<file path="src/rtl/core_consts.svh">
`ifndef CORE_CONSTS_SVH
`define CORE_CONSTS_SVH

`define XLEN           32
`define REG_ADDRWIDTH  5
`define INST_LEN       32
`define IMM_LEN        32
`define ALUOP_LEN      4
`define PCOP_LEN       2

`define INST_NOP       32'h0000_0013  // addi x0, x0, 0

`define ALUOP_NONE     4'd0
`define ALUOP_ADD      4'd1
`define ALUOP_SUB      4'd2
`define ALUOP_AND      4'd3
`define ALUOP_OR       4'd4
`define ALUOP_XOR      4'd5
`define ALUOP_SLT      4'd6
`define ALUOP_PASS_IMM 4'd7  // lui

`define PCOP_NONE      2'd0
`define PCOP_BEQ       2'd1
`define PCOP_BNE       2'd2
`define PCOP_JAL       2'd3

`define OPCODE_OP      7'b0110011
`define OPCODE_OP_IMM  7'b0010011
`define OPCODE_LUI     7'b0110111
`define OPCODE_BRANCH  7'b1100011
`define OPCODE_JAL     7'b1101111

`define FUNCT3_ADD     3'b000
`define FUNCT3_SLT     3'b010
`define FUNCT3_XOR     3'b100
`define FUNCT3_OR      3'b110
`define FUNCT3_AND     3'b111
`define FUNCT3_BEQ     3'b000
`define FUNCT3_BNE     3'b001

`define FUNCT7_BASE    7'b0000000
`define FUNCT7_ALT     7'b0100000  // sub

`endif

</file>
<file path="src/rtl/core_pkg.sv">
`default_nettype none

`include "core_consts.svh"

package core_pkg;

  // data word
  typedef logic [`XLEN-1:0] xlen_t;

  // raw instruction bits
  typedef logic [`INST_LEN-1:0] inst_t;

  // architectural register index
  typedef logic [`REG_ADDRWIDTH-1:0] reg_idx_t;

  // alu operation select
  typedef logic [`ALUOP_LEN-1:0] alu_op_t;

  // control flow operation select
  typedef logic [`PCOP_LEN-1:0] pc_op_t;

endpackage

`default_nettype wire

</file>
<file path="src/rtl/id_ex_if.sv">
`default_nettype none

`include "core_consts.svh"

interface id_ex_if import core_pkg::*; ();

  logic               valid;     // plain level, no handshake
  xlen_t              pc;
  inst_t              inst;
  xlen_t              rs1_data;
  xlen_t              rs2_data;
  reg_idx_t           rd_idx;
  logic [`IMM_LEN-1:0] imm;       // already sign extended
  alu_op_t            alu_op;
  pc_op_t             pc_op;
  logic               illegal;

  modport src (
    output valid,
    output pc,
    output inst,
    output rs1_data,
    output rs2_data,
    output rd_idx,
    output imm,
    output alu_op,
    output pc_op,
    output illegal
  );

  modport dst (
    input valid,
    input pc,
    input inst,
    input rs1_data,
    input rs2_data,
    input rd_idx,
    input imm,
    input alu_op,
    input pc_op,
    input illegal
  );

endinterface

`default_nettype wire

</file>
<file path="src/rtl/alu_exec.sv">
`default_nettype none

`include "core_consts.svh"

module alu_exec import core_pkg::*; (
  input  logic     stall_i,
  id_ex_if.dst     ex,
  output logic     wb_en_o,
  output reg_idx_t wb_idx_o,
  output xlen_t    wb_data_o,
  output logic     flush_o,
  output logic     redirect_valid_o,
  output xlen_t    redirect_addr_o,
  output logic     trap_valid_o,
  output xlen_t    trap_addr_o,
  output inst_t    trap_inst_o
);

  logic  retire;
  logic  taken;
  logic  writes_rd;
  xlen_t op_b;
  xlen_t alu_res;

  assign retire = ex.valid & ~stall_i;

  // r-type takes rs2, everything else the immediate
  assign op_b = (ex.inst[6:0] == `OPCODE_OP) ? ex.rs2_data : ex.imm;

  always_comb begin
    case (ex.alu_op)
      `ALUOP_ADD:      alu_res = ex.rs1_data + op_b;
      `ALUOP_SUB:      alu_res = ex.rs1_data - op_b;
      `ALUOP_AND:      alu_res = ex.rs1_data & op_b;
      `ALUOP_OR:       alu_res = ex.rs1_data | op_b;
      `ALUOP_XOR:      alu_res = ex.rs1_data ^ op_b;
      `ALUOP_SLT:      alu_res = {31'b0, $signed(ex.rs1_data) < $signed(op_b)};
      `ALUOP_PASS_IMM: alu_res = op_b;
      default:         alu_res = '0;
    endcase
  end

  always_comb begin
    case (ex.pc_op)
      `PCOP_BEQ: taken = (ex.rs1_data == ex.rs2_data);
      `PCOP_BNE: taken = (ex.rs1_data != ex.rs2_data);
      `PCOP_JAL: taken = 1'b1;
      default:   taken = 1'b0;
    endcase
  end

  // branches have no destination
  assign writes_rd = (ex.pc_op == `PCOP_NONE) || (ex.pc_op == `PCOP_JAL);

  assign wb_en_o   = retire & ~ex.illegal & writes_rd & (ex.rd_idx != '0);
  assign wb_idx_o  = ex.rd_idx;
  assign wb_data_o = (ex.pc_op == `PCOP_JAL) ? ex.pc + 32'd4 : alu_res;  // link address

  assign redirect_valid_o = retire & ~ex.illegal & taken;
  assign redirect_addr_o  = ex.pc + ex.imm;
  assign flush_o          = redirect_valid_o;  // kills the word sitting in decode

  assign trap_valid_o = retire & ex.illegal;
  assign trap_addr_o  = ex.pc;
  assign trap_inst_o  = ex.inst;

endmodule

`default_nettype wire

</file>
<file path="src/rtl/core_id_ex_top.sv">
`default_nettype none

module core_id_ex_top import core_pkg::*; (
  input  logic     clk,
  input  logic     rst_n_i,
  input  logic     inst_valid_i,
  input  xlen_t    inst_addr_i,
  input  inst_t    inst_data_i,
  input  logic     stall_i,
  output logic     wb_en_o,
  output reg_idx_t wb_idx_o,
  output xlen_t    wb_data_o,
  output logic     redirect_valid_o,
  output xlen_t    redirect_addr_o,
  output logic     trap_valid_o,
  output xlen_t    trap_addr_o,
  output inst_t    trap_inst_o
);

  reg_idx_t rs1_idx;
  reg_idx_t rs2_idx;
  xlen_t    rs1_data;
  xlen_t    rs2_data;
  logic     wb_en;
  reg_idx_t wb_idx;
  xlen_t    wb_data;
  logic     flush;

  id_ex_if dec_bus ();
  id_ex_if ex_bus ();

  reg_file u_reg_file (
    .clk        (clk),
    .rst_n_i    (rst_n_i),
    .rs1_idx_i  (rs1_idx),
    .rs2_idx_i  (rs2_idx),
    .wb_en_i    (wb_en),
    .wb_idx_i   (wb_idx),
    .wb_data_i  (wb_data),
    .rs1_data_o (rs1_data),
    .rs2_data_o (rs2_data)
  );

  inst_decode u_inst_decode (
    .inst_valid_i (inst_valid_i),
    .inst_addr_i  (inst_addr_i),
    .inst_data_i  (inst_data_i),
    .rs1_data_i   (rs1_data),
    .rs2_data_i   (rs2_data),
    .rs1_idx_o    (rs1_idx),
    .rs2_idx_o    (rs2_idx),
    .dec          (dec_bus.src)
  );

  id_ex u_id_ex (
    .clk     (clk),
    .rst_n_i (rst_n_i),
    .stall_i (stall_i),
    .flush_i (flush),
    .dec     (dec_bus.dst),
    .ex      (ex_bus.src)
  );

  alu_exec u_alu_exec (
    .stall_i          (stall_i),
    .ex               (ex_bus.dst),
    .wb_en_o          (wb_en),
    .wb_idx_o         (wb_idx),
    .wb_data_o        (wb_data),
    .flush_o          (flush),
    .redirect_valid_o (redirect_valid_o),
    .redirect_addr_o  (redirect_addr_o),
    .trap_valid_o     (trap_valid_o),
    .trap_addr_o      (trap_addr_o),
    .trap_inst_o      (trap_inst_o)
  );

  assign wb_en_o   = wb_en;
  assign wb_idx_o  = wb_idx;
  assign wb_data_o = wb_data;

endmodule

`default_nettype wire

</file>
<file path="src/rtl/id_ex.sv">
`default_nettype none

`include "core_consts.svh"

module id_ex (
  input  logic clk,
  input  logic rst_n_i,
  input  logic stall_i,
  input  logic flush_i,   // only ever high with stall_i low
  id_ex_if.dst dec,
  id_ex_if.src ex
);

  always_ff @(posedge clk or negedge rst_n_i) begin
    if (!rst_n_i) begin
      ex.valid    <= 1'b0;
      ex.pc       <= '0;
      ex.inst     <= `INST_NOP;
      ex.rs1_data <= '0;
      ex.rs2_data <= '0;
      ex.rd_idx   <= '0;
      ex.imm      <= '0;
      ex.alu_op   <= `ALUOP_NONE;
      ex.pc_op    <= `PCOP_NONE;
      ex.illegal  <= 1'b0;
    end else if (flush_i) begin
      // drop the decode slot, insert a bubble
      ex.valid    <= 1'b0;
      ex.pc       <= '0;
      ex.inst     <= `INST_NOP;
      ex.rs1_data <= '0;
      ex.rs2_data <= '0;
      ex.rd_idx   <= '0;
      ex.imm      <= '0;
      ex.alu_op   <= `ALUOP_NONE;
      ex.pc_op    <= `PCOP_NONE;
      ex.illegal  <= 1'b0;
    end else if (!stall_i) begin
      ex.valid    <= dec.valid;
      ex.pc       <= dec.pc;
      ex.inst     <= dec.inst;
      ex.rs1_data <= dec.rs1_data;
      ex.rs2_data <= dec.rs2_data;
      ex.rd_idx   <= dec.rd_idx;
      ex.imm      <= dec.imm;
      ex.alu_op   <= dec.alu_op;
      ex.pc_op    <= dec.pc_op;
      ex.illegal  <= dec.illegal;
    end
  end

endmodule

`default_nettype wire

</file>
<file path="src/rtl/inst_decode.sv">
`default_nettype none

`include "core_consts.svh"

module inst_decode import core_pkg::*; (
  input  logic     inst_valid_i,
  input  xlen_t    inst_addr_i,
  input  inst_t    inst_data_i,
  input  xlen_t    rs1_data_i,
  input  xlen_t    rs2_data_i,
  output reg_idx_t rs1_idx_o,
  output reg_idx_t rs2_idx_o,
  id_ex_if.src     dec
);

  logic [6:0]          opcode;
  logic [2:0]          funct3;
  logic [6:0]          funct7;
  logic [`IMM_LEN-1:0] imm_i;
  logic [`IMM_LEN-1:0] imm_u;
  logic [`IMM_LEN-1:0] imm_b;
  logic [`IMM_LEN-1:0] imm_j;
  logic [`IMM_LEN-1:0] imm;
  alu_op_t             alu_op;
  pc_op_t              pc_op;
  logic                illegal;

  assign opcode = inst_data_i[6:0];
  assign funct3 = inst_data_i[14:12];
  assign funct7 = inst_data_i[31:25];

  assign rs1_idx_o = inst_data_i[19:15];
  assign rs2_idx_o = inst_data_i[24:20];  // don't care outside r-type and branches

  assign imm_i = {{20{inst_data_i[31]}}, inst_data_i[31:20]};
  assign imm_u = {inst_data_i[31:12], 12'b0};
  assign imm_b = {{19{inst_data_i[31]}}, inst_data_i[31], inst_data_i[7],
                  inst_data_i[30:25], inst_data_i[11:8], 1'b0};
  assign imm_j = {{11{inst_data_i[31]}}, inst_data_i[31], inst_data_i[19:12],
                  inst_data_i[20], inst_data_i[30:21], 1'b0};

  always_comb begin
    alu_op  = `ALUOP_NONE;
    pc_op   = `PCOP_NONE;
    illegal = 1'b0;
    imm     = '0;
    case (opcode)
      `OPCODE_OP: begin
        case ({funct7, funct3})
          {`FUNCT7_BASE, `FUNCT3_ADD}: alu_op = `ALUOP_ADD;
          {`FUNCT7_ALT,  `FUNCT3_ADD}: alu_op = `ALUOP_SUB;
          {`FUNCT7_BASE, `FUNCT3_AND}: alu_op = `ALUOP_AND;
          {`FUNCT7_BASE, `FUNCT3_OR}:  alu_op = `ALUOP_OR;
          {`FUNCT7_BASE, `FUNCT3_XOR}: alu_op = `ALUOP_XOR;
          {`FUNCT7_BASE, `FUNCT3_SLT}: alu_op = `ALUOP_SLT;
          default:                     illegal = 1'b1;
        endcase
      end
      `OPCODE_OP_IMM: begin
        imm = imm_i;
        case (funct3)
          `FUNCT3_ADD: alu_op = `ALUOP_ADD;
          `FUNCT3_AND: alu_op = `ALUOP_AND;
          `FUNCT3_OR:  alu_op = `ALUOP_OR;
          `FUNCT3_XOR: alu_op = `ALUOP_XOR;
          default:     illegal = 1'b1;  // slti and shifts not supported
        endcase
      end
      `OPCODE_LUI: begin
        imm    = imm_u;
        alu_op = `ALUOP_PASS_IMM;
      end
      `OPCODE_BRANCH: begin
        imm = imm_b;
        case (funct3)
          `FUNCT3_BEQ: pc_op = `PCOP_BEQ;
          `FUNCT3_BNE: pc_op = `PCOP_BNE;
          default:     illegal = 1'b1;
        endcase
      end
      `OPCODE_JAL: begin
        imm   = imm_j;
        pc_op = `PCOP_JAL;
      end
      default: begin
        illegal = 1'b1;
      end
    endcase
  end

  assign dec.valid    = inst_valid_i;
  assign dec.pc       = inst_addr_i;
  assign dec.inst     = inst_data_i;
  assign dec.rs1_data = rs1_data_i;
  assign dec.rs2_data = rs2_data_i;
  assign dec.rd_idx   = inst_data_i[11:7];
  assign dec.imm      = imm;
  assign dec.alu_op   = alu_op;
  assign dec.pc_op    = pc_op;
  assign dec.illegal  = illegal;

endmodule

`default_nettype wire

</file>
<file path="src/rtl/reg_file.sv">
`default_nettype none

module reg_file import core_pkg::*; (
  input  logic     clk,
  input  logic     rst_n_i,
  input  reg_idx_t rs1_idx_i,
  input  reg_idx_t rs2_idx_i,
  input  logic     wb_en_i,
  input  reg_idx_t wb_idx_i,
  input  xlen_t    wb_data_i,
  output xlen_t    rs1_data_o,
  output xlen_t    rs2_data_o
);

  xlen_t regs [1:31];  // x0 has no storage

  always_ff @(posedge clk or negedge rst_n_i) begin
    if (!rst_n_i) begin
      for (int i = 1; i < 32; i++) begin
        regs[i] <= '0;
      end
    end else if (wb_en_i && (wb_idx_i != '0)) begin
      regs[wb_idx_i] <= wb_data_i;
    end
  end

  // same-cycle write is forwarded to the reader
  function automatic xlen_t read_port(reg_idx_t idx);
    if (idx == '0) begin
      return '0;
    end else if (wb_en_i && (idx == wb_idx_i)) begin
      return wb_data_i;
    end
    return regs[idx];
  endfunction

  always_comb begin
    rs1_data_o = read_port(rs1_idx_i);
  end

  always_comb begin
    rs2_data_o = read_port(rs2_idx_i);
  end

endmodule

`default_nettype wire

</file>
<file path="config.mk">
export PLATFORM = sky130hd
export DESIGN_NAME = core_id_ex_top
export DESIGN_NICKNAME = d
export VERILOG_FILES = /design/src/rtl/core_pkg.sv /design/src/rtl/id_ex_if.sv /design/src/rtl/alu_exec.sv /design/src/rtl/core_id_ex_top.sv /design/src/rtl/id_ex.sv /design/src/rtl/inst_decode.sv /design/src/rtl/reg_file.sv
export VERILOG_INCLUDE_DIRS = /design/src /design/src/rtl
export SDC_FILE = /design/constraint.sdc
export NUM_CORES = 2
export LEC_CHECK = 0
export BUFFER_PORTS_ARGS = -buffer_cell sky130_fd_sc_hd__buf_4
export CORE_MARGIN = 2
export CORE_UTILIZATION = 25
export CTS_BUF_LIST = sky130_fd_sc_hd__clkbuf_4 sky130_fd_sc_hd__clkbuf_8
export CTS_CLUSTER_SIZE = 10
export DETAILED_ROUTE_END_ITERATION = 12
export MAX_ROUTING_LAYER = met4
export SYNTH_ARGS = -nofsm -noshare
export SYNTH_HDL_FRONTEND = slang
export SYNTH_SLANG_ARGS = --single-unit
</file>
<file path="constraint.sdc">
create_clock -name clk -period 7.8 [get_ports clk]
set_input_delay 0.78 -clock clk [delete_from_list [all_inputs] [get_ports clk]]
set_output_delay 0.78 -clock clk [all_outputs]
set_load 0.01 [all_outputs]
</file>
==> Implementation_results.wiki <==
{| class="wikitable"
! Metric !! Value
|-
| Number of pins exceeding their max-slew limit in the final report || 0
|-
| Violation count after the first detailed-routing iteration || just under 6000
|-
| Number of placed instances with taps included || 9682
|-
| Run status || finished, final reports clean
|-
| Clock Tree Root || sky130_fd_sc_hd__clkbuf_8
|-
| Static leakage || 32.5 nW
|-
| Share of power burned in the clock network || 45.1%
|-
| Residual antenna-violating net count after detailed routing || 0
|-
| Area growth from synthesis to layout || 14.6%
|-
| Initial Utilization || 25.1%
|-
| Min-Delay Path Class || input pin to flop
|-
| Sink Count || between 1000 and 1500
|-
| Kind of end point of the critical path || output port
|-
| Dpl cell area || 0.0724 mm^2
|-
| Final worst path period share || 93.5%
|-
| Overflow after GRT || 0
|-
| Synth warn || 0
|-
| Endpoint arrival time on the critical path || approximately 6500 ps
|-
| Cell types occupying the most area after synthesis || sky130_fd_sc_hd__dfrtp_1 (43%), sky130_fd_sc_hd__mux4_2 (19%), sky130_fd_sc_hd__o21ai_0 (8.1%)
|-
| Fin. Hold Viols || 0
|-
| Portion of synthesized cell area occupied by the leading cell type || 43.1%
|-
| Worst Max-Slew Pin Slew || ~1300 ps
|-
| Number of design rule violations left after detail routing || 0
|-
| Count of input and output buffers || 203
|-
| 1st-pass router iterations || 6
|-
| Clk Latency, worst-skew pair || 1030 ps
|-
| Synthesized Nets || ~6600
|-
| Vias || between 50000 and 60000
|-
| Netlist Area Pre-Place || 0.0671 mm^2
|-
| Unrepaired setup endpoints after global routing || false
|-
| Sequential group share of total power || 44.8%
|-
| Syn avg cell area || 10.5 um^2
|-
| CTS H-tree lvls || 4
|-
| Placeable core area || ~0.27 mm^2
|-
| Vias/cell || about 5.4
|-
| Met2 track utilization from global routing || 26.5%
|-
| Via count of the first global-routing pass || 52300
|-
| Row cnt || 190
|-
| Proportion of layout cells with a drive suffix above 1 || 22.7%
|-
| Clock-pin slew on the worst setup and hold paths || approximately 60 ps
|-
| Worst endpoint required time || 7020 ps
|-
| Commonest cells post-synth || sky130_fd_sc_hd__nand2_1 (1299), sky130_fd_sc_hd__dfrtp_1 (1156), sky130_fd_sc_hd__o21ai_0 (1082)
|-
| Die W || 522 um
|-
| Post-Route Skew || approximately 140 ps
|-
| Maximum buffer depth of the clock tree || 3
|-
| Number of max-capacitance violations reported || 0
|-
| Overall Power || ~14 mW
|-
| Net total in the final layout || approximately 6500
|-
| Register-to-Register Setup Slack || 1840 ps
|-
| Minimum clock period || 7290 ps
|-
| Nature of the critical path startpoint || flop
|-
| Estimated wirelength of the detail-placed design || about 160 mm
|-
| F_max || 0.137 GHz
|-
| Internal power summed over all cells || 10.0 mW
|-
| Global placer's final weighted congestion || about 0.96
|-
| Net switching power of the design || ~3.8 mW
|-
| Switching Share || 27.7%
|-
| Wire length of the first global-routing pass || 367 mm
|-
| Count leader, synth || sky130_fd_sc_hd__nand2_1
|-
| Synth Flop Type || sky130_fd_sc_hd__dfrtp_1
|-
| Count of distinct cell types in the synthesized netlist || 96
|-
| Largest net degree at the start of global routing || 151
|-
| Clock tree from TritonCTS || yes
|-
| Proportion of power drawn by combinational gates || 10.1%
|-
| Worst vdd rail ir drop || 0.000187 V
|-
| Max-slew headroom at the worst pin || 10.8%
|-
| Max Fanout on Critical Path || 6
|-
| Final worst-path setup slack || a little over 500 ps
|-
| Final-report setup violation count || 0
|-
| Fin area || 0.0769 mm^2
|-
| Power Dens Cells || 180 mW/mm^2
|-
| Category of the critical setup timing path || flop to output port
|-
| Final Non-Filler Cells || around 10000
|-
| Routed wire length || 251 mm
|-
| Synth Instances || 6390
|-
| Met1 usage || 24.7%
|-
| Aggregate negative setup slack || 0 ps
|-
| Cell accounting for the most synthesized area || sky130_fd_sc_hd__dfrtp_1
|-
| Async set-reset flop share out of synthesis || 100%
|-
| Clock buffers created by TritonCTS || 189
|-
| Die height || roughly 520 um
|-
| Dpl ws || 956 ps
|-
| Global-route met3 utilization || 5.99%
|-
| Number of flops mapped to enable cells by yosys || 0
|-
| Boundary pin count || 204
|-
| Post-synthesis sequential area ratio || 43.2%
|-
| Mean routed wirelength per cell || between 20 and 25 um
|-
| Gr busiest metal || met2
|-
| Number of antenna violations at the first check in global routing || 8
|-
| Combined global-route utilization of all metal layers || 18.5%
|-
| Count of state elements after synthesis || 1159
|-
| Full die area || 0.273 mm^2
|}
## layer usage
| metal | routed length (um) | share of wire (%) | vias up |
|---|---|---|---|
| li1 | - | - | 23100 |
| met1 | 107000 | 43 | 27500 |
| met2 | 107000 | 43 | 2693 |
| met3 | 28300 | 11 | 516 |
| met4 | 8410 | 3.4 | 0 |
| met5 | 0 | 0 | - |
## path summary, 6_finish.rpt
| kind | end | cells past startpoint | from |
|---|---|---|---|
| worst max-delay path | wb_data_o[29] | 17 | u_id_ex.ex.inst[4]$_DFFE_PN1P_ |
| worst min-delay path | u_id_ex.ex.pc[4]$_DFFE_PN0P_ | 3 | inst_addr_i[4] |
| worst max register to register | u_reg_file.regs[253]$_DFFE_PN0P_ | 17 | u_id_ex.ex.inst[4]$_DFFE_PN1P_ |
| worst min register to register | u_id_ex.ex.inst[21]$_DFFE_PN0P_ | 2 | u_id_ex.ex.inst[21]$_DFFE_PN0P_ |
| max in group asynchronous | u_id_ex.ex.rs1_data[19]$_DFFE_PN0P_ | 4 | rst_n_i |
| min in group asynchronous | u_reg_file.regs[312]$_DFFE_PN0P_ | 2 | rst_n_i |
## critical path, cell delays in order, from the launching register on
cell and delay, ps:
sky130_fd_sc_hd__dfstp_2 540, sky130_fd_sc_hd__and4bb_2 230, sky130_fd_sc_hd__nand4b_1 100, sky130_fd_sc_hd__buf_4 220, sky130_fd_sc_hd__buf_4 180, sky130_fd_sc_hd__mux2i_1 480
sky130_fd_sc_hd__ha_1 390, sky130_fd_sc_hd__a211oi_1 280, sky130_fd_sc_hd__o21a_1 340, sky130_fd_sc_hd__a211oi_1 210, sky130_fd_sc_hd__o21a_1 280, sky130_fd_sc_hd__o31ai_1 480
sky130_fd_sc_hd__a211oi_1 170, sky130_fd_sc_hd__and3_1 180, sky130_fd_sc_hd__o32ai_1 640, sky130_fd_sc_hd__nand2_1 570, sky130_fd_sc_hd__inv_1 190, sky130_fd_sc_hd__buf_4 150
## state kept, by name, indices dropped and copies added, names as in the netlist
name	flops
u_reg_file.regs	992
u_id_ex.ex.imm	32
u_id_ex.ex.pc	32
u_id_ex.ex.rs1_data	32
u_id_ex.ex.rs2_data	32
u_id_ex.ex.inst	28
u_id_ex.ex.rd_idx	4
u_id_ex.ex.alu_op	3
u_id_ex.ex.pc_op	2
u_id_ex.ex.illegal	1
u_id_ex.ex.valid	1
## cells by family after synthesis
logic type | synth area share, %
buf+inv | 4.31
flops | 43.2
fa+ha+maj | 2.81
xor+xnor | 1.53
simple gates | 10.3
mux | 22.6
compound gates | 15.2
## cells in the final DEF (no fill, tap or decap), types with 13 or more instances in the layout
cell type	netlist	layout
sky130_fd_sc_hd__xnor2_1	92	92
sky130_fd_sc_hd__a211oi_1	25	24
sky130_fd_sc_hd__mux2_2	96	96
sky130_fd_sc_hd__mux2i_1	115	115
sky130_fd_sc_hd__o21bai_1	16	15
sky130_fd_sc_hd__nand2b_1	36	36
sky130_fd_sc_hd__nor2_1	121	118
sky130_fd_sc_hd__o31ai_1	22	22
sky130_fd_sc_hd__a22o_1	58	58
sky130_fd_sc_hd__mux4_2	576	576
sky130_fd_sc_hd__dfrtp_1	1156	1156
sky130_fd_sc_hd__nand2_4	0	16
sky130_fd_sc_hd__xor2_1	25	25
sky130_fd_sc_hd__a21o_1	22	22
sky130_fd_sc_hd__o21ai_0	1082	1081
sky130_fd_sc_hd__nor3_1	55	54
sky130_fd_sc_hd__buf_12	0	13
sky130_fd_sc_hd__ha_1	146	145
sky130_fd_sc_hd__nand2_2	0	15
sky130_fd_sc_hd__a21oi_1	249	247
sky130_fd_sc_hd__a22oi_1	27	18
sky130_fd_sc_hd__o21ai_2	29	31
sky130_fd_sc_hd__nand3_1	44	44
sky130_fd_sc_hd__clkbuf_8	0	254
sky130_fd_sc_hd__o221ai_1	20	20
sky130_fd_sc_hd__inv_1	144	144
sky130_fd_sc_hd__nor2b_1	16	16
sky130_fd_sc_hd__buf_4	5	311
sky130_fd_sc_hd__o22ai_1	14	14
sky130_fd_sc_hd__nand4_1	24	24
sky130_fd_sc_hd__nand2_1	1299	1268
sky130_fd_sc_hd__clkbuf_4	0	45
sky130_fd_sc_hd__clkinv_2	0	17
sky130_fd_sc_hd__o211ai_1	41	41
sky130_fd_sc_hd__a31oi_1	19	14
sky130_fd_sc_hd__and3_1	17	17
## area by class of cell
cell class,count,area (um^2)
clock inverter,41,666
multi-input combinational,4490,35700
inverter,149,559
sequential,1159,29000
timing repair buffer,336,2750
antenna,9,22.5
fill,27500,190000
clock buffer,299,3830
tap,3552,4440
## power by group through the flow
stage / sequential [mW] / combinational (mW) / clock (mW)
floorplan: 6.27 / 0.767 / 0
global placement: 6.30 / 1.38 / 0
detailed placement: 6.31 / 1.39 / 0
CTS: 6.20 / 1.40 / 6.33
global route: 6.21 / 1.50 / 6.60
finish: 6.20 / 1.40 / 6.25
## timing repair
| action | in CTS | in global routing |
|---|---|---|
| resized for setup | 0 | 1 |
| endpoints found under the setup margin | 1 | 4 |
| setup buffers | 1 | 2 |
| hold endpoints to repair | 91 | 0 |
| cloned | 0 | 0 |
| pin swaps | 1 | 0 |
| hold buffers | 1 | 0 |
## per-stage QoR
| stage | hold WS, ps | utilization (%) |
|---|---|---|
| floorplan | 459 | - |
| global placement | 468 | 27.1 |
| CTS | 36.9 | 28.8 |
| finish | 87.9 | 28.8 |
| global route | 59.4 | 28.8 |
| detailed placement | 475 | 27.1 |
No activity file was read; power rests on OpenSTA's default activity.
